`config.mk`:
```
export PLATFORM = sky130hd
export DESIGN_NAME = demosaic_interp
export DESIGN_NICKNAME = d
export VERILOG_FILES = /design/src/hdl/demosaic_pkg.sv /design/src/hdl/demosaic_interp.sv
export SDC_FILE = /design/constraint.sdc
export NUM_CORES = 1
export LEC_CHECK = 0
export BUFFER_PORTS_ARGS = -buffer_cell sky130_fd_sc_hd__buf_2
export CAP_MARGIN = 20
export CORE_MARGIN = 4
export CORE_UTILIZATION = 46
export CTS_CLUSTER_SIZE = 16
export DETAILED_ROUTE_END_ITERATION = 7
export PLACE_DENSITY = 0.77
export SLEW_MARGIN = 20
export SYNTH_ARGS = -nofsm -noshare
export SYNTH_HDL_FRONTEND = slang
export SYNTH_SLANG_ARGS = --single-unit
```
`constraint.sdc`:
```
create_clock -name clk -period 1.8 [get_ports clk]
set_input_delay 0.36 -clock clk [delete_from_list [all_inputs] [get_ports clk]]
set_output_delay 0.36 -clock clk [all_outputs]
set_load 0.05 [all_outputs]
```
`src/hdl/demosaic_pkg.sv`:
```
package demosaic_pkg;

	// --------------------------------------------------
	// sizes
	// --------------------------------------------------
	localparam int pixel_width    = 12;  // raw sample and colour channel
	localparam int line_addr_bits = 11;  // up to 2048 pixels per line
	localparam int num_lines      = 3;
	localparam int pipe_latency   = 5;   // sync_in to sync_out

	// --------------------------------------------------
	// stream types
	// --------------------------------------------------
	typedef logic [pixel_width-1:0] pixel_t;

	typedef struct packed {
		logic vs;
		logic hs;
		logic de;
	} sync_t;

	// r in the top bits
	typedef struct packed {
		pixel_t r;
		pixel_t g;
		pixel_t b;
	} rgb_t;

	// 3x3 neighbourhood, row then column, p11 is the centre
	typedef struct packed {
		pixel_t p00, p01, p02;
		pixel_t p10, p11, p12;
		pixel_t p20, p21, p22;
	} window_t;

	typedef struct packed {
		logic y_odd;
		logic x_odd;
	} phase_t;

	// colour order of the top-left 2x2 block
	typedef logic [1:0] pattern_t;
	localparam pattern_t pat_gr = 2'd0;
	localparam pattern_t pat_rg = 2'd1;
	localparam pattern_t pat_bg = 2'd2;
	localparam pattern_t pat_gb = 2'd3;

endpackage

```
`src/hdl/demosaic_interp.sv`:
```
`timescale 1ns/10ps

module demosaic_interp (
	input  logic                  clk,
	input  logic                  reset,
	input  demosaic_pkg::window_t window,
	input  demosaic_pkg::phase_t  phase,
	input  demosaic_pkg::sync_t   sync_w,
	output demosaic_pkg::sync_t   sync_out,
	output demosaic_pkg::rgb_t    data_out
);
	import demosaic_pkg::*;

	typedef logic [pixel_width+1:0] sum_t;  // room for four samples

	typedef struct packed {
		sum_t   edge_sum;    // up, down, left, right
		sum_t   corner_sum;
		sum_t   horiz_sum;
		sum_t   vert_sum;
		pixel_t centre;
	} sums_t;

	sums_t  s1;
	phase_t phase_1;
	sync_t  sync_1;
	rgb_t   rgb_2;

	// --------------------------------------------------
	// stage 1: neighbour sums
	// --------------------------------------------------
	always_ff @(posedge clk)
	begin
		s1.edge_sum   <= sum_t'(window.p01) + sum_t'(window.p10)
		               + sum_t'(window.p12) + sum_t'(window.p21);
		s1.corner_sum <= sum_t'(window.p00) + sum_t'(window.p02)
		               + sum_t'(window.p20) + sum_t'(window.p22);
		s1.horiz_sum  <= sum_t'(window.p10) + sum_t'(window.p12);
		s1.vert_sum   <= sum_t'(window.p01) + sum_t'(window.p21);
		s1.centre     <= window.p11;
	end

	always_ff @(posedge clk or posedge reset)
	begin
		if (reset)
		begin
			phase_1 <= '0;
			sync_1  <= '0;
		end
		else
		begin
			phase_1 <= phase;
			sync_1  <= sync_w;
		end
	end

	// --------------------------------------------------
	// stage 2: pick per site, truncate
	// --------------------------------------------------
	always_comb
	begin
		case (phase_1)
			2'b00:  // R site
			begin
				rgb_2.r = s1.centre;
				rgb_2.g = s1.edge_sum[pixel_width+1:2];
				rgb_2.b = s1.corner_sum[pixel_width+1:2];
			end
			2'b11:  // B site
			begin
				rgb_2.r = s1.corner_sum[pixel_width+1:2];
				rgb_2.g = s1.edge_sum[pixel_width+1:2];
				rgb_2.b = s1.centre;
			end
			2'b01:  // G between R neighbours
			begin
				rgb_2.r = s1.horiz_sum[pixel_width:1];
				rgb_2.g = s1.centre;
				rgb_2.b = s1.vert_sum[pixel_width:1];
			end
			default:  // G on a B row
			begin
				rgb_2.r = s1.vert_sum[pixel_width:1];
				rgb_2.g = s1.centre;
				rgb_2.b = s1.horiz_sum[pixel_width:1];
			end
		endcase
	end

	always_ff @(posedge clk or posedge reset)
	begin
		if (reset)
		begin
			sync_out <= '0;
			data_out <= '0;
		end
		else
		begin
			sync_out <= sync_1;
			data_out <= rgb_2;
		end
	end

	a_de_delay: assert property (@(posedge clk) disable iff (reset)
		sync_out.de == $past(sync_w.de, 2));

endmodule

```
==> impl_results.md <==
- Min Tclk post-route: 2.61 ns
- Worst min-delay path class: in2async
- Syn Nets: 818
- CP Cell Sequence: buf_6, inv_2, fa_1, inv_1, fa_2, nand2_2, nor2_2, fa_2, a21o_1, nand3_2, a31oi_4, o41ai_2, xnor2_1
- Filler cells: between 1000 and 1500
- Slack of the critical path: -0.806 ns
- Width of the die: about 130 um
- Htree depth: 3
- Main synth FF type: dfxtp_1
- # rows: 43
- Initial core utilization: between 40% and 50%
- Violated checks: negative setup slack
- FFs w/ async S/R, synth: a little over two fifths
- Starting DRT DRC Count: approximately 170
- Cells after Synth: 609
- Post-route cell area: just over 9000 um^2
- RSZ-0062 raised after global routing: yes
- Max Root-Sink Buffers: 2
- WL met1: between 6000 and 7000 um
- Clock-pin transition on the worst setup and hold timing paths: about 0.070 ns
- Status: complete, but fails checks
- WP buf/inv: 3
- CTS sink cnt: around 100
- Maximum VDD drop: 516 uV
- Highest Signal Layer: met4
- Data required time at the worst endpoint: approximately 2.1 ns
- # diodes: 0
- Via density per instance: 4.81
- Placed Area: 8570 um^2
- HPWL after DPL: ~13000 um
- Skew final: just over 0.01 ns
- Die area: 16200 um^2
- Peak per-stage delay on the critical path: approximately 0.53 ns
- CP dominant cell by count: fa_2
- Routed Antenna Nets: 0
- Distinct cell type count of the synthesized netlist: 48
- Area grow syn2layout: 40.1%
- Synthesized area: ~6600 um^2
- Seq cells post-synth: 104
- Slew headroom: roughly 77%
- Worst-Margin Slew: about 0.35 ns
- Core Region: 13900 um^2
- Die Ht: roughly 130 um
- Hold Vio Cnt, Final: 0
- CTS tree: yes
- Via count: about 5200
- Max Freq: 0.384 GHz
- Routability cong.: between 0.8 and 0.9
- Number of global-route vias before repair: 5400
- Final period utilization: 145%
- CP Class: in2reg
- YS warnings: 0
- Crit path max-delay family: adder cells
- Port-buffer cells: about 150
- Initial antenna violation count: 0
- Number of CTS-inserted buffers: 9
- DR DRC count: 0
- Drt pass-1 iters: 4
- Post-DR wirelength/cell: 14.0 um
- Worst skew pair latency: 0.34 ns
- Met3 wire len: approximately 700 um
- Largest net degree at the start of global routing: 30
- Finished Layout Cells: 1076
- Setup violators final: 24
- Gr usage total: between 10% and 20%
- First-pass GRT wire length: 25100 um
- PD cells: roughly 1100 nW/um^2
- Share of cells above drive strength 1: ~46%
- Most common cell after layout, fill and taps aside: buf_2
- Metal2 WL: 7270 um
- Crit-path slowest cell: fa_1
- Worst-path maximum fanout: 2
- Max-slew violation count: 0
- Largest area contributor in the netlist: dfxtp_1
- Worst EP arrival: approximately 2.9 ns
- Post-synth EDFFs: 0
- Register area share after synthesis: 35.1%
- CTS Root Cell: clkbuf_16
- Crit. End Element: flop
- Synth Area per Inst: between 10 and 15 um^2
- Dominant cells by area after synthesis: dfxtp_1, dfrtp_1, fa_1
- Inst Count DP: roughly 1100
- GRT overflow: 0
- Max cap viols: 0
- P_leak: 4.67 nW
- Leading cell types in the layout, fill and taps excluded: buf_2, inv_1, buf_4
- Drt total wl: ~15000 um
- Final net count: 1100
- I/O pins: 154
- Worst slack at placement: -1.31 ns
- Synth top area share: approximately 18%
- Critical Path Source Type: primary input
## repair_timing
item,in CTS,in global routing
hold endpoints to repair,0,0
resized for setup,37,30
cloned,0,0
setup endpoints to repair,24,30
setup buffers,2,7
hold buffers,0,0
pin swaps,25,15
## kinds of logic (layout without fill, tap and decap cells)
kind of cell	after synthesis	in the layout	share of synthesized area (%)
buffers and inverters	150	437	9.00
AOI/OAI and AO/OA	105	105	10.9
DFF	104	104	35.1
adders and majority gates	94	94	23.6
and+or+nand+nor	84	84	6.31
muxes	37	37	10.4
xor gates and xnor gates	35	35	4.67
## power breakdown
part | internal, mW | switching, mW | total, mW
Combinational | 2.45 | 2.92 | 5.38
Sequential | 2.99 | 0.312 | 3.30
Clock | 1.01 | 0.848 | 1.86
Total | 6.45 | 4.08 | 10.5
## cells in the mapped netlist (3+ instances only)
master	n
o211ai_1	3
a21o_1	12
nor2_1	21
xnor2_1	19
fa_1	50
nand3_1	5
nand4_1	4
nor3_1	8
ha_1	44
o21ai_1	6
nand2_1	27
buf_4	7
o21a_1	11
dfxtp_1	60
a21oi_2	3
a21oi_1	34
dfrtp_1	44
and3_1	3
o21ai_0	13
and2b_1	3
mux2_2	12
xor2_1	16
mux4_2	24
inv_1	142
a211oi_1	3
nor2b_1	7
## flip-flops by register name, summed over array words and instances (netlist names)
register and cells:
s1 60, data_out 36, sync_1 3, sync_out 3, phase_1 2
## final cells by class
class                           count  area [um^2]  area share [%]
Clock buffer                       10          239            2.60
Clock inverter                      6         55.1           0.599
Inverter                          142          561            6.10
Multi-Input combinational cell    355         4010            43.7
Sequential cell                   104         2300            25.0
Tap cell                          180          225            2.45
Timing Repair Buffer              279         1800            19.6
## tightest hold or removal path, delay by kind of cell
| kind | cells | cell delay [ns] |
|---|---|---|
| buffers and inverters | 3 | 0.45 |
## routing by layer
| layer | global-route usage, % | up-vias |
|---|---|---|
| met5 | 0 | - |
| met4 | 5.87 | 0 |
| met3 | 1.63 | 18 |
| met2 | 32.2 | 125 |
| met1 | 26.4 | 2474 |
| li1 | - | 2554 |
## per-stage QoR
step	total power [mW]	utilization [%]	hold slack [ns]	TNS, ns
global placement	8.19	61.5	0.332	-24.45
detailed placement	8.31	61.5	0.336	-25.52
CTS	10.4	64.8	0.0744	-12.31
finish	10.5	66.0	0.0703	-13.06
floorplan	6.62	-	0.331	-15.08
global route	11.2	66.0	0.0990	-15.01
## worst paths after layout
path	from	end	slack, ns	depth (start not counted)
min in group clk	window[59]	s1[11]	0.12	1
hold / removal	reset	data_out[20]	0.07	3
setup reg to reg	phase_1[1]	data_out[26]	0.39	2
setup / recovery	window[13]	s1[65]	-0.81	13
max in group asynchronous	reset	data_out[14]	1.20	4
hold reg to reg	sync_1[1]	sync_out[1]	0.35	0
(Power assumes the default switching activity.)
