<file path="src/hdl/demosaic_pkg.sv">
package demosaic_pkg;

	// --------------------------------------------------
	// sizes
	// --------------------------------------------------
	localparam int pixel_width    = 12;  // raw sample and colour channel
	localparam int line_addr_bits = 11;  // up to 2048 pixels per line
	localparam int num_lines      = 3;
	localparam int pipe_latency   = 5;   // sync_in to sync_out

	// --------------------------------------------------
	// stream types
	// --------------------------------------------------
	typedef logic [pixel_width-1:0] pixel_t;

	typedef struct packed {
		logic vs;
		logic hs;
		logic de;
	} sync_t;

	// r in the top bits
	typedef struct packed {
		pixel_t r;
		pixel_t g;
		pixel_t b;
	} rgb_t;

	// 3x3 neighbourhood, row then column, p11 is the centre
	typedef struct packed {
		pixel_t p00, p01, p02;
		pixel_t p10, p11, p12;
		pixel_t p20, p21, p22;
	} window_t;

	typedef struct packed {
		logic y_odd;
		logic x_odd;
	} phase_t;

	// colour order of the top-left 2x2 block
	typedef logic [1:0] pattern_t;
	localparam pattern_t pat_gr = 2'd0;
	localparam pattern_t pat_rg = 2'd1;
	localparam pattern_t pat_bg = 2'd2;
	localparam pattern_t pat_gb = 2'd3;

endpackage

</file>
<file path="src/hdl/window_assembler.sv">
`timescale 1ns/10ps

module window_assembler (
	input  logic                                         clk,
	input  logic                                         reset,
	input  demosaic_pkg::pattern_t                       bayer_pattern,
	input  demosaic_pkg::pixel_t [demosaic_pkg::num_lines-1:0] rd_data,
	input  demosaic_pkg::pixel_t                         pixel_d,
	input  logic [1:0]                                   newest_line,
	input  logic                                         y_odd,
	input  demosaic_pkg::sync_t                          sync_d,
	output demosaic_pkg::window_t                        window,
	output demosaic_pkg::phase_t                         phase,
	output demosaic_pkg::sync_t                          sync_w
);
	import demosaic_pkg::*;

	pixel_t     pixel_a;  // newest row, lined up with rd_data
	logic [1:0] line_a;
	logic       y_a;
	sync_t      sync_a;
	logic       col_odd;  // parity of the column arriving now
	pixel_t     row_top;
	pixel_t     row_mid;
	phase_t     flip;

	always_ff @(posedge clk or posedge reset)
	begin
		if (reset)
		begin
			line_a  <= '0;
			y_a     <= 1'b0;
			sync_a  <= '0;
			col_odd <= 1'b0;
		end
		else
		begin
			line_a  <= newest_line;
			y_a     <= y_odd;
			sync_a  <= sync_d;
			col_odd <= sync_a.de ? ~col_odd : 1'b0;
		end
	end

	always_ff @(posedge clk)
	begin
		pixel_a <= pixel_d;
	end

	// previous line is the middle row, the one before it the top
	always_comb
	begin
		case (line_a)
			2'd0:
			begin
				row_top = rd_data[1];
				row_mid = rd_data[2];
			end
			2'd1:
			begin
				row_top = rd_data[2];
				row_mid = rd_data[0];
			end
			default:
			begin
				row_top = rd_data[0];
				row_mid = rd_data[1];
			end
		endcase
	end

	// move the R site to phase 00 for every order
	always_comb
	begin
		case (bayer_pattern)
			pat_gr:  flip = 2'b01;
			pat_rg:  flip = 2'b00;
			pat_bg:  flip = 2'b11;
			pat_gb:  flip = 2'b10;
			default: flip = 2'b00;
		endcase
	end

	// --------------------------------------------------
	// column shift, oldest column on the left
	// --------------------------------------------------
	always_ff @(posedge clk)
	begin
		window.p00 <= window.p01;
		window.p01 <= window.p02;
		window.p02 <= row_top;
		window.p10 <= window.p11;
		window.p11 <= window.p12;
		window.p12 <= row_mid;
		window.p20 <= window.p21;
		window.p21 <= window.p22;
		window.p22 <= pixel_a;
	end

	always_ff @(posedge clk or posedge reset)
	begin
		if (reset)
		begin
			phase  <= '0;
			sync_w <= '0;
		end
		else
		begin
			phase.y_odd <= y_a ^ flip.y_odd;
			phase.x_odd <= ~col_odd ^ flip.x_odd;  // centre is one column back
			sync_w      <= sync_a;
		end
	end

endmodule

</file>
<file path="config.mk">
export PLATFORM = sky130hd
export DESIGN_NAME = window_assembler
export DESIGN_NICKNAME = d
export VERILOG_FILES = /design/src/hdl/demosaic_pkg.sv /design/src/hdl/window_assembler.sv
export SDC_FILE = /design/constraint.sdc
export NUM_CORES = 1
export LEC_CHECK = 0
export ABC_AREA = 1
export BUFFER_PORTS_ARGS = -buffer_cell sky130_fd_sc_hd__buf_2
export CAP_MARGIN = 20
export CORE_ASPECT_RATIO = 1.75
export CORE_MARGIN = 2
export CORE_UTILIZATION = 39
export CTS_CLUSTER_DIAMETER = 30
export DETAILED_ROUTE_END_ITERATION = 10
export PLACE_DENSITY = 0.73
export SKIP_LAST_GASP = 1
export SLEW_MARGIN = 25
export SYNTH_ARGS = -nofsm -noshare
export SYNTH_HDL_FRONTEND = slang
export SYNTH_SLANG_ARGS = --single-unit
</file>
<file path="constraint.sdc">
create_clock -name clk -period 0.85 [get_ports clk]
set_input_delay 0.1275 -clock clk [delete_from_list [all_inputs] [get_ports clk]]
set_output_delay 0.1275 -clock clk [all_outputs]
set_load 0.03 [all_outputs]
</file>
==> flow_metrics.tcl <==
set metrics [dict create \
    start_util_pct 39.8 \
    status "complete, but fails checks" \
    syn-num-nets 303 \
    gp_congestion 0.821 \
    r2r-start "line_a[1]" \
    grt_max_degree 25 \
    grt_pass1_vias 3069 \
    grt_pass1_wl_um 16000 \
    clk_pin_slew_ps 60 \
    cp_max_fo 6 \
    synth_cell_types 12 \
    totalNegativeSetupSlack_ps -22390 \
    met2_usage_pct 47.6 \
    antenna_found_initial 0 \
    design_area_um2 6650 \
    rows 44 \
    track_usage_pct 24.2 \
    gr-total-overflow 0 \
    die_area_um2 9150 \
    r2r_end "window[38]" \
    layout.nets 568 \
    wire_per_inst_um 18.6 \
    core-area_um2 8200 \
    die_x_um 73.2 \
    place_inst 501 \
    clock_sinks 132 \
    ys_top_cells_by_area "dfxtp_1 74%, dfrtp_1 9.2%, nand3_1 7.4%" \
    synth.yosys.seq_area_share_pct 82.8 \
    grt_use_met3_pct 7.41 \
    yosysTopAreaCell "dfxtp_1" \
    syn_to_final_growth_pct 104 \
    drtPass1Iterations 4 \
    violations "setup timing" \
    root_buffer "clkbuf_16" \
    syn_avg_cell_area_um2 13.3 \
    worst_setup_path_start_kind "flop" \
    cts_tree "built" \
    fin_ws_ps -297 \
    dp.final_hpwl_um 5200 \
    grt.met1_usage_pct 21.2 \
    ir_drop_mv 1.97 \
    viasPerCell 4.85 \
    syn_inst 245 \
    worstSkewPairLatency_ps 410 \
    worstSetupPathType "flop to flop" \
    end_kind "flop" \
    drt-total-wl_um 11400 \
    worstPathArrival_ps 1490 \
    rrSetupSlack_ps -300 \
    synth-seq-cells 132 \
    drive_above_1_share_pct 73.2 \
    place_area_um2 4170 \
    synth_area_um2 3260 \
    antenna_cells 0 \
    worstRegToRegCells 4 \
    htree_levels 4 \
    hold_ws_ps 304 \
    portBuffers 170 \
    synth_top_area_share_pct 73.6 \
    gr-max-usage-layer "met2" \
    slew_headroom_pct 68.3 \
    crit_required_ps 1200 \
    p_leak_nw 3.11 \
    hold_viol 0 \
    ant_nets 0 \
    die_y_um 125 \
    cts_made_buffers 17 \
    fin_crit_sh_pct 135 \
    slew_violations 0 \
    setup_viol 137 \
    rsz0062_at_grt "yes" \
    min_path_type "input pin to async pin" \
    place_ws_ps -256 \
    worst_slew_pin_slew_ps 475 \
    finalWorstPathRequiredPeriod_ps 1150 \
    fmax_ghz 0.872 \
    first_iter_violations 122 \
    p_per_area_nw_per_um2 2530 \
    clock_path_buffers 2 \
    fin_skew_ps 9.16 \
    maxCapViolCount 0 \
    layout.cells.non_filler 615 \
    ioPinCount 171 \
    yosysWarnings 0 \
    drc_errors 0 \
    vias 2981 \
]
-- repair_timing --
| item | in CTS | in global routing |
|---|---|---|
| cloned | 3 | 3 |
| hold endpoints to repair | 56 | 0 |
| hold buffers | 57 | 0 |
| resized for setup | 366 | 38 |
| setup buffers | 8 | 11 |
| pin swaps | 7 | 14 |
| endpoints found under the setup margin | 137 | 137 |
-- per-layer routing --
metal,vias up,routed length [um]
met5,-,0
met3,33,666
met4,0,357
met1,1444,3460
met2,182,6950
li1,1322,-
-- sequential cells by signal (all words and copies together) (netlist names) --
| name | flops |
|---|---|
| col_odd | 1 |
| line_a | 2 |
| phase | 2 |
| pixel_a | 12 |
| sync_a | 3 |
| sync_w | 3 |
| window | 108 |
| y_a | 1 |
-- placed cells by master (no fill, tap or decap) --
| cell type | synthesis | routed |
|---|---|---|
| buf_12 | 0 | 3 |
| buf_2 | 2 | 57 |
| buf_4 | 3 | 15 |
| buf_6 | 5 | 117 |
| buf_8 | 0 | 2 |
| clkbuf_16 | 0 | 19 |
| clkinv_8 | 0 | 1 |
| clkinvlp_4 | 0 | 4 |
| dfrtp_1 | 12 | 10 |
| dfrtp_2 | 0 | 1 |
| dfrtp_4 | 0 | 1 |
| dfxtp_1 | 120 | 12 |
| dfxtp_2 | 0 | 108 |
| dlygate4sd3_1 | 0 | 57 |
| inv_1 | 2 | 2 |
| inv_6 | 0 | 7 |
| inv_8 | 0 | 5 |
| nand2_1 | 48 | 25 |
| nand2_2 | 0 | 15 |
| nand2_4 | 0 | 8 |
| nand3_1 | 48 | 31 |
| nand3_2 | 0 | 17 |
| nor2_1 | 1 | 1 |
| nor2_4 | 0 | 2 |
| nor2_8 | 1 | 1 |
| xor2_1 | 2 | 2 |
-- critical path, stage by stage (launching register included) --
cell and delay (ps):
dfrtp_4 540, buf_12 180, nor2_8 150, nand2_1 110
nand3_2 100
-- cells by family (layout without fill, tap and decap cells) --
kind of cell	count (synthesis)	count (layout)	share of synthesized area, %
buf+inv	13	289	3.07
xor+xnor	2	2	0.537
simple gates	98	100	13.6
flops	132	132	82.8
-- report_power, final --
| group | total [mW] | leakage (nW) | switching (mW) | internal, mW |
|---|---|---|---|---|
| Combinational | 2.72 | 1.68 | 1.45 | 1.28 |
| Clock | 7.03 | 0.274 | 2.99 | 4.04 |
| Sequential | 7.09 | 1.16 | 0.323 | 6.77 |
-- through the flow --
| stage | power [mW] | util [%] |
|---|---|---|
| 2_1_floorplan | 8.06 | - |
| 3_3_place_gp | 8.64 | 50.9 |
| 3_5_place_dp | 8.69 | 50.9 |
| 4_1_cts | 16.6 | 77.4 |
| 5_1_grt | 17.4 | 81.0 |
| 6_report | 16.8 | 81.0 |
-- cell type report --
| class | count | area (um^2) |
|---|---|---|
| repair buffers | 252 | 2400 |
| multi-input cells | 102 | 667 |
| clock inverters | 14 | 128 |
| flip-flops and latches | 132 | 2840 |
| inverters | 3 | 23.8 |
| repair inverters | 2 | 20.0 |
| fillers | 431 | 1560 |
| well taps | 92 | 115 |
| clock buffers | 18 | 450 |
-- cell usage after synthesis --
master	instances
buf_2	2
buf_4	3
buf_6	5
dfrtp_1	12
dfxtp_1	120
inv_1	2
inv_2	1
nand2_1	48
nand3_1	48
nor2_1	1
nor2_8	1
xor2_1	2
-- worst max-delay path by stage --
stage          depth (start not counted)          to  startpoint  slack, ps
2_1_floorplan                          5  window[36]   line_a[0]        -50
3_3_place_gp                           3  window[78]   line_a[1]       -200
3_5_place_dp                           3  window[72]   line_a[1]       -260
4_1_cts                                1    phase[0]    phase[0]       -240
5_1_grt                                4  window[38]   line_a[1]       -300
6_report                               4  window[38]   line_a[1]       -300
No activity file was read; power rests on OpenSTA's default activity.
