[src/hdl/demosaic_pkg.sv]
package demosaic_pkg;

	// --------------------------------------------------
	// sizes
	// --------------------------------------------------
	localparam int pixel_width    = 12;  // raw sample and colour channel
	localparam int line_addr_bits = 11;  // up to 2048 pixels per line
	localparam int num_lines      = 3;
	localparam int pipe_latency   = 5;   // sync_in to sync_out

	// --------------------------------------------------
	// stream types
	// --------------------------------------------------
	typedef logic [pixel_width-1:0] pixel_t;

	typedef struct packed {
		logic vs;
		logic hs;
		logic de;
	} sync_t;

	// r in the top bits
	typedef struct packed {
		pixel_t r;
		pixel_t g;
		pixel_t b;
	} rgb_t;

	// 3x3 neighbourhood, row then column, p11 is the centre
	typedef struct packed {
		pixel_t p00, p01, p02;
		pixel_t p10, p11, p12;
		pixel_t p20, p21, p22;
	} window_t;

	typedef struct packed {
		logic y_odd;
		logic x_odd;
	} phase_t;

	// colour order of the top-left 2x2 block
	typedef logic [1:0] pattern_t;
	localparam pattern_t pat_gr = 2'd0;
	localparam pattern_t pat_rg = 2'd1;
	localparam pattern_t pat_bg = 2'd2;
	localparam pattern_t pat_gb = 2'd3;

endpackage

[src/hdl/line_writer.sv]
`timescale 1ns/10ps

module line_writer (
	input  logic                                    clk,
	input  logic                                    reset,
	input  demosaic_pkg::sync_t                     sync_in,
	input  demosaic_pkg::pixel_t                    data_in,
	output logic [demosaic_pkg::num_lines-1:0]      wr_en,
	output logic [demosaic_pkg::line_addr_bits-1:0] wr_addr,
	output logic [demosaic_pkg::line_addr_bits-1:0] rd_addr,
	output demosaic_pkg::pixel_t                    wr_data,
	output logic [1:0]                              newest_line,
	output logic                                    y_odd,
	output demosaic_pkg::sync_t                     sync_d,
	output demosaic_pkg::pixel_t                    pixel_d
);
	import demosaic_pkg::*;

	logic [line_addr_bits:0] col;  // spare top bit flags an overlong line
	logic [1:0]              line_idx;
	logic                    row_odd;  // parity of the newest row
	logic                    line_end;

	// --------------------------------------------------
	// input register
	// --------------------------------------------------
	always_ff @(posedge clk or posedge reset)
	begin
		if (reset)
			sync_d <= '0;
		else
			sync_d <= sync_in;
	end

	always_ff @(posedge clk)
	begin
		pixel_d <= data_in;
	end

	// last registered pixel of the line
	assign line_end = sync_d.de & ~sync_in.de;

	// --------------------------------------------------
	// column count and line rotation
	// --------------------------------------------------
	always_ff @(posedge clk or posedge reset)
	begin
		if (reset)
		begin
			col      <= '0;
			line_idx <= '0;
			row_odd  <= 1'b0;
		end
		else if (sync_d.vs)
		begin
			col      <= '0;
			line_idx <= '0;
			row_odd  <= 1'b0;
		end
		else if (line_end)
		begin
			col      <= '0;
			line_idx <= (line_idx == 2'(num_lines - 1)) ? 2'd0 : line_idx + 2'd1;
			row_odd  <= ~row_odd;
		end
		else if (sync_d.de)
			col <= col + 1'b1;
	end

	assign wr_en       = sync_d.de ? (num_lines'(1) << line_idx) : '0;
	assign wr_addr     = col[line_addr_bits-1:0];
	assign rd_addr     = col[line_addr_bits-1:0];  // older lines, same column
	assign wr_data     = pixel_d;
	assign newest_line = line_idx;
	assign y_odd       = ~row_odd;  // centre sits one row above the newest

	a_wr_onehot: assert property (@(posedge clk) disable iff (reset) $onehot0(wr_en));

	a_col_range: assert property (@(posedge clk) disable iff (reset)
		col < (1 << line_addr_bits));

endmodule

[config.mk]
export PLATFORM = sky130hd
export DESIGN_NAME = line_writer
export DESIGN_NICKNAME = d
export VERILOG_FILES = /design/src/hdl/demosaic_pkg.sv /design/src/hdl/line_writer.sv
export SDC_FILE = /design/constraint.sdc
export NUM_CORES = 1
export LEC_CHECK = 0
export BUFFER_PORTS_ARGS = -buffer_cell sky130_fd_sc_hd__buf_2
export CAP_MARGIN = 20
export CORE_MARGIN = 1
export CORE_UTILIZATION = 25
export CTS_CLUSTER_DIAMETER = 50
export CTS_CLUSTER_SIZE = 8
export DETAILED_ROUTE_END_ITERATION = 16
export GPL_TIMING_DRIVEN = 0
export HOLD_SLACK_MARGIN = 0.1
export PLACE_DENSITY = 0.49
export SKIP_LAST_GASP = 1
export SYNTH_ARGS = -nofsm -noshare
export SYNTH_HDL_FRONTEND = slang
export SYNTH_SLANG_ARGS = --single-unit
[constraint.sdc]
create_clock -name clk -period 1.63 [get_ports clk]
set_input_delay 0.0815 -clock clk [delete_from_list [all_inputs] [get_ports clk]]
set_output_delay 0.0815 -clock clk [all_outputs]
set_load 0.1 [all_outputs]
==> results of run 1 <==
## state kept, by name (all words and copies together), names as in the netlist
| name | count |
|---|---|
| sync_d | 3 |
| pixel_d | 12 |
| col | 11 |
| newest_line | 2 |
| row_odd | 1 |
## metal layers
metal	vias to the layer above	wire (microns)	GRT usage [%]
met5	-	0	0
met4	0	46	5.66
met3	4	231	4.42
met2	50	1640	23.8
met1	543	1210	13.3
li1	558	-	-
## cells by family after synthesis
family          synth area share [%]
simple gates                    15.0
mux                            0.901
fa+ha+maj                       1.00
xor+xnor                        2.10
buf+inv                         16.2
flops                           53.3
compound gates                  11.5
## where the power goes
group / internal (uW) / leakage [uW] / total [uW] / switching, uW
sequential: 744 / 0.000306 / 768 / 24.3
clock: 342 / 0.0000512 / 630 / 289
combinational: 112 / 0.000629 / 517 / 405
## stage by stage
step / TNS [ns] / std cells / util, % / cell area, sq um / worst slack [ns]
6_report: 0 / 276 / 42.7 / 2030 / 0.122
5_1_grt: 0 / 276 / 42.7 / 2030 / 0.0441
4_1_cts: 0 / 276 / 42.7 / 2030 / 0.0955
3_5_place_dp: 0 / 252 / 37.1 / 1770 / 0.131
3_3_place_gp: 0 / 252 / 37.1 / 1770 / 0.148
2_1_floorplan: -0.174 / 114 / - / 1330 / -0.155
## layout make-up
cell class,count,area [sq um]
buffer,26,201
clock buffer,6,82.6
clock inverter,2,13.8
fill,495,2730
inverter,3,11.3
multi-input combinational,56,408
sequential,29,706
tap,67,83.8
timing repair buffer,87,523
## timing repair
item                                    in CTS  in global routing
endpoints found under the setup margin       3                  0
setup buffers                                0                  0
hold buffers                                16                  0
hold endpoints to repair                    32                  0
gates resized for setup                      3                  0
## placed cells by master (no fill, tap or decap), types with 2 or more instances in the layout
cell | Yosys | routed
sky130_fd_sc_hd__xor2_1 | 2 | 2
sky130_fd_sc_hd__dfxtp_1 | 12 | 12
sky130_fd_sc_hd__o31ai_1 | 3 | 3
sky130_fd_sc_hd__or3_1 | 4 | 4
sky130_fd_sc_hd__dlygate4sd3_1 | 0 | 16
sky130_fd_sc_hd__clkbuf_8 | 0 | 7
sky130_fd_sc_hd__nand3_1 | 2 | 2
sky130_fd_sc_hd__nand2b_1 | 3 | 3
sky130_fd_sc_hd__or4_1 | 3 | 3
sky130_fd_sc_hd__dfrtp_2 | 0 | 5
sky130_fd_sc_hd__and3b_2 | 1 | 3
sky130_fd_sc_hd__dfrtp_1 | 17 | 3
sky130_fd_sc_hd__inv_1 | 3 | 3
sky130_fd_sc_hd__nor2b_1 | 2 | 2
sky130_fd_sc_hd__buf_2 | 0 | 68
sky130_fd_sc_hd__o2111ai_1 | 2 | 2
sky130_fd_sc_hd__a21oi_1 | 10 | 10
sky130_fd_sc_hd__o21ai_0 | 4 | 4
sky130_fd_sc_hd__nor2_1 | 5 | 5
sky130_fd_sc_hd__buf_4 | 23 | 26
sky130_fd_sc_hd__dfrtp_4 | 0 | 9
sky130_fd_sc_hd__nand2_1 | 4 | 4
## final timing paths
| kind | from | end | slack [ns] | depth (start not counted) |
|---|---|---|---|---|
| worst max-delay path | sync_d[0] | wr_en[0] | 0.12 | 3 |
| worst min-delay path | data_in[1] | pixel_d[1] | 0.43 | 2 |
| worst max register to register | col[1] | col[8] | 0.15 | 4 |
| worst min register to register | row_odd | row_odd | 0.57 | 2 |
| max in group asynchronous | reset | col[0] | 0.67 | 3 |
| min in group asynchronous | reset | row_odd | 0.44 | 3 |
==> results.toml, run 1 <==
[synthesis]
synthArstFlopShare_pct = 58.6
synth.ff_latch_count = 29
seq_area_frac_synth_pct = 53.3
synth-warning-count = 0
count_leader_synth = "sky130_fd_sc_hd__buf_4"
synthesis.area_per_instance_sq_um = 11.0
yosysTopAreaCell = "sky130_fd_sc_hd__dfrtp_1"
synth.cells.most_frequent = "23 x sky130_fd_sc_hd__buf_4, 17 x sky130_fd_sc_hd__dfrtp_1, 12 x sky130_fd_sc_hd__dfxtp_1"
synth-edff-count = 0
netlist_instances = 114
yosys.area.top_type_share_pct = 34.0
distinct_cell_type_count_after_synthesis = 29
synth.net_count = 132
synth_ff_type = "sky130_fd_sc_hd__dfrtp_1"
synth.top_cells.by_area = "sky130_fd_sc_hd__dfrtp_1 34%, sky130_fd_sc_hd__dfxtp_1 19%, sky130_fd_sc_hd__buf_4 14%, sky130_fd_sc_hd__a21oi_1 4.0%, sky130_fd_sc_hd__o2111ai_4 2.1%"
netlist_area_sq_um = 1250

[critical_path]
worstSetupEndpointType = "output port"
path_delay_family = "flip-flops"
timing.setup.critical_path_class = "register to output port"
timing.critical_path.slowest_stage_cell = "sky130_fd_sc_hd__dfrtp_4"
cp.arrival_ns = 1.43
cp-start-kind = "register"
critical_path_buf_inv_count = 2
cp_slowest_stage_delay_ns = 0.49
cells_along_the_critical_path = "clkbuf_8, nor3b_4, buf_4"
required_ns = 1.55
path_max_fanout = 10

[clock_tree]
clk_transition_reported_paths_ns = 0.07
clock_insertion_delay_worst_skew_ns = 0.28
ctsRootBufferMaster = "sky130_fd_sc_hd__clkbuf_8"
cts_buffers = 5
ctsHtreeMaxLevel = 2
clock_tree_from_tritoncts = "built"
cts-root-to-sink-buffers = 2
numClockSinks = 29

[routing]
vias = 1155
detail_route.iter0.violations = 43
drt_drc_violations_left = 0
detail_route.vias_per_cell = 4.18
ant_nets = 0
drt_wl_total_microns = 3130
first_pass_iters = 2
post_drt_wl_per_cell_microns = 11.3

[pwr]
p_per_area_nw_per_um2 = 944
overall_power_after_layout_uw = 1920
largest_vdd_supply_drop_uv = 631
power_leakage_uw = 0.000986

[global_routing]
pin_count_of_the_biggest_net_entering_global_routing = 18
antenna_found_initial = 0
gr-total-overflow = 0
overall_global_routing_resource_usage_pct = 12.9
vias_in_the_first_global_route = 1194
grt_first_pass_wirelength_microns = 5150

[sta]
finalSetupViolations = 0
hold_viol_final = 0
report.final.slew_viol_count = 0
unrepaired_setup_endpoints_after_global_routing = "false"
max_slew.worst_pin.slew_ns = 0.684
period_minus_slack_ns = 1.51
final_min_period_over_clock_period_pct = 92.5
timing.clock.skew_ns = 0.0108
clock.fmax_mhz = 663
fin_hold_ws_ns = 0.432
slew_headroom_pct = 54.4

[floorplan]
die_width_microns = 72.7
core_sq_um = 4750
die_h_microns = 72.7
floorplan.rows = 25
start_util_pct = 26.3
floorplan.io_pins = 72
die-area_sq_um = 5290

[job]
maxCapViolCount = 0

[place]
hpwl_microns = 2150
place.port_buffers = 71
gp_congestion = 0.673

[layout]
flow.area_growth_from_synthesis_pct = 62.4
antenna-diode-count = 0
post_route_cells_drive_above_1_share_pct = 60.3
design.final.nets = 226

[outcome]
run_status = "complete, no violations"

[worst_hold_path]
worst_hold_path_type = "primary input to register"
(Power assumes the default switching activity.)
==> run 2: changes to the inputs <==
Settings changed: BUFFER_PORTS_ARGS -buffer_cell sky130_fd_sc_hd__buf_2 to -buffer_cell sky130_fd_sc_hd__clkbuf_2, TNS_END_PERCENT set to 50.
Clock period 1.63 ns to 1.8 ns, I/O delays scaled along.
==> run 2 against run 1 <==
Effect of this change: flip-flop and latch count stayed put; clock skew down 0.0046 ns; die area unchanged; cell count unchanged; sequential power down 9.5%; combinational power down 10%.
==> results.toml, run 2 (synthesis gave the netlist of run 1 again) <==
[outcome]
run_status = "complete, no violations"

[routing]
detail_route.vias_per_cell = 4.22
drt_drc_violations_left = 0
vias = 1165
drt_wl_total_microns = 2960
post_drt_wl_per_cell_microns = 10.7
detail_route.iter0.violations = 81
first_pass_iters = 4
ant_nets = 0

[layout]
design_area_sq_um = 1970
largest-register = "pixel_d"
antenna-diode-count = 0
post_route_cells_drive_above_1_share_pct = 57.4
largest_registers = "pixel_d: 12 flops, col: 11 flops, sync_d: 3 flops"
design.final.nets = 226
largest_register_ff_count = 12
mostFrequentLayoutCells = "69 x sky130_fd_sc_hd__clkbuf_2, 23 x sky130_fd_sc_hd__buf_4, 16 x sky130_fd_sc_hd__dlygate4sd3_1, 12 x sky130_fd_sc_hd__dfxtp_1"
flow.area_growth_from_synthesis_pct = 57.8
layout.cells.most_common = "sky130_fd_sc_hd__clkbuf_2"

[floorplan]
die_width_microns = 72.7
floorplan.io_pins = 72
die_h_microns = 72.7
die-area_sq_um = 5290
floorplan.rows = 25
core_sq_um = 4750
start_util_pct = 26.3

[sta]
report.final.slew_viol_count = 0
max_slew.worst_pin.slew_ns = 0.673
finalSetupViolations = 0
fin_hold_ws_ns = 0.435
hold_viol_final = 0
unrepaired_setup_endpoints_after_global_routing = "false"
period_minus_slack_ns = 1.62
clock.fmax_mhz = 617
slew_headroom_pct = 55.1
timing.clock.skew_ns = 0.00619
final_min_period_over_clock_period_pct = 90.1

[global_routing]
overall_global_routing_resource_usage_pct = 12.9
grt_first_pass_wirelength_microns = 5050
gr-total-overflow = 0
pin_count_of_the_biggest_net_entering_global_routing = 18
vias_in_the_first_global_route = 1117
grtUsageMet1_pct = 14.4
globalRouteMet2Util_pct = 21.4
antenna_found_initial = 0
gr-usage-met3_pct = 5.39
top_usage_layer = "met2"

[pwr]
largest_vdd_supply_drop_uv = 552
power_leakage_uw = 0.000966
p_per_area_nw_per_um2 = 847
overall_power_after_layout_uw = 1670

[critical_path]
worst_reg2reg_startpoint = "col[0]"
worstSetupEndpointType = "output port"
timing.setup.critical_path_class = "register to output port"
path_max_fanout = 10
required_ns = 1.71
cp.arrival_ns = 1.53
worstRegToRegCells = 4
cp-start-kind = "register"
worst_setup_path_startpoint = "sync_d[0]"

[worst_hold_path]
worst_hold_path_type = "primary input to async pin"

[place]
hpwl_microns = 2070
gp_congestion = 0.700
post_place_instance_area_sq_um = 1720
place.port_buffers = 71

[clock_tree]
ctsHtreeMaxLevel = 2
clock_insertion_delay_worst_skew_ns = 0.28
cts-root-to-sink-buffers = 2
numClockSinks = 29
postCtsSetupRepairBufs = 0
ctsRootBufferMaster = "sky130_fd_sc_hd__clkbuf_8"
clock_tree_from_tritoncts = "built"
clk_transition_reported_paths_ns = 0.06
cts_buffers = 5

[job]
maxCapViolCount = 0
==> run 2: changes by cell type in the layout (fill, tap and decap cells not counted), sizes merged <==
| cell | previous run | this run |
|---|---|---|
| clkbuf | 8 | 81 |
| buf | 95 | 24 |
| clkinv | 2 | 0 |
==> run 2: cell type report <==
| type | count | area [sq um] |
|---|---|---|
| Fill cell | 494 | 2780 |
| Clock buffer | 8 | 80.1 |
| Timing Repair Buffer | 87 | 523 |
| Inverter | 3 | 11.3 |
| Buffer | 26 | 193 |
| Sequential cell | 29 | 686 |
| Multi-Input combinational cell | 56 | 395 |
| Tap cell | 67 | 83.8 |
==> run 2: worst paths after layout <==
| kind | slack (ns) | endpoint |
|---|---|---|
| setup reg to reg | 0.19 | col[8] |
| max in group asynchronous | 0.87 | col[0] |
| hold / removal | 0.44 | col[5] |
| setup / recovery | 0.18 | wr_en[0] |
| min in group clk | 0.45 | pixel_d[4] |
| hold reg to reg | 0.56 | row_odd |
==> run 2: report_power, final <==
group	total [uW]	switching, uW	internal [uW]
Combinational	464	366	97.4
Clock	512	238	274
Sequential	695	22.1	673
Total	1670	626	1040
==> run 2: timing repair <==
item / 4_1_cts / 5_1_grt
hold buffers: 16 / 0
endpoints found under the hold margin: 32 / 0
resized for setup: 1 / 6
endpoints found under the setup margin: 3 / 3
==> run 2: layer usage <==
layer,wire length (microns),up-vias
met5,0,-
met4,56,0
met3,238,5
met2,1450,64
met1,1220,540
li1,-,556
==> run 2: worst max-delay path, cell delays in order (launching register included) <==
cell and delay (ns):
sky130_fd_sc_hd__dfrtp_2 0.47, sky130_fd_sc_hd__clkbuf_2 0.23, sky130_fd_sc_hd__nor3b_4 0.20, sky130_fd_sc_hd__clkbuf_4 0.35
==> run 2: per-stage QoR <==
step                      setup slack (ns)  util [%]  std cells  TNS [ns]
final                                0.178      41.5        276         0
after CTS                          -0.0534      41.3        276   -0.0964
after detailed placement             0.181      36.2        252         0
after floorplan                     -0.177         -        114    -0.177
after global routing                0.0681      41.5        276         0
after global placement               0.206      36.2        252         0
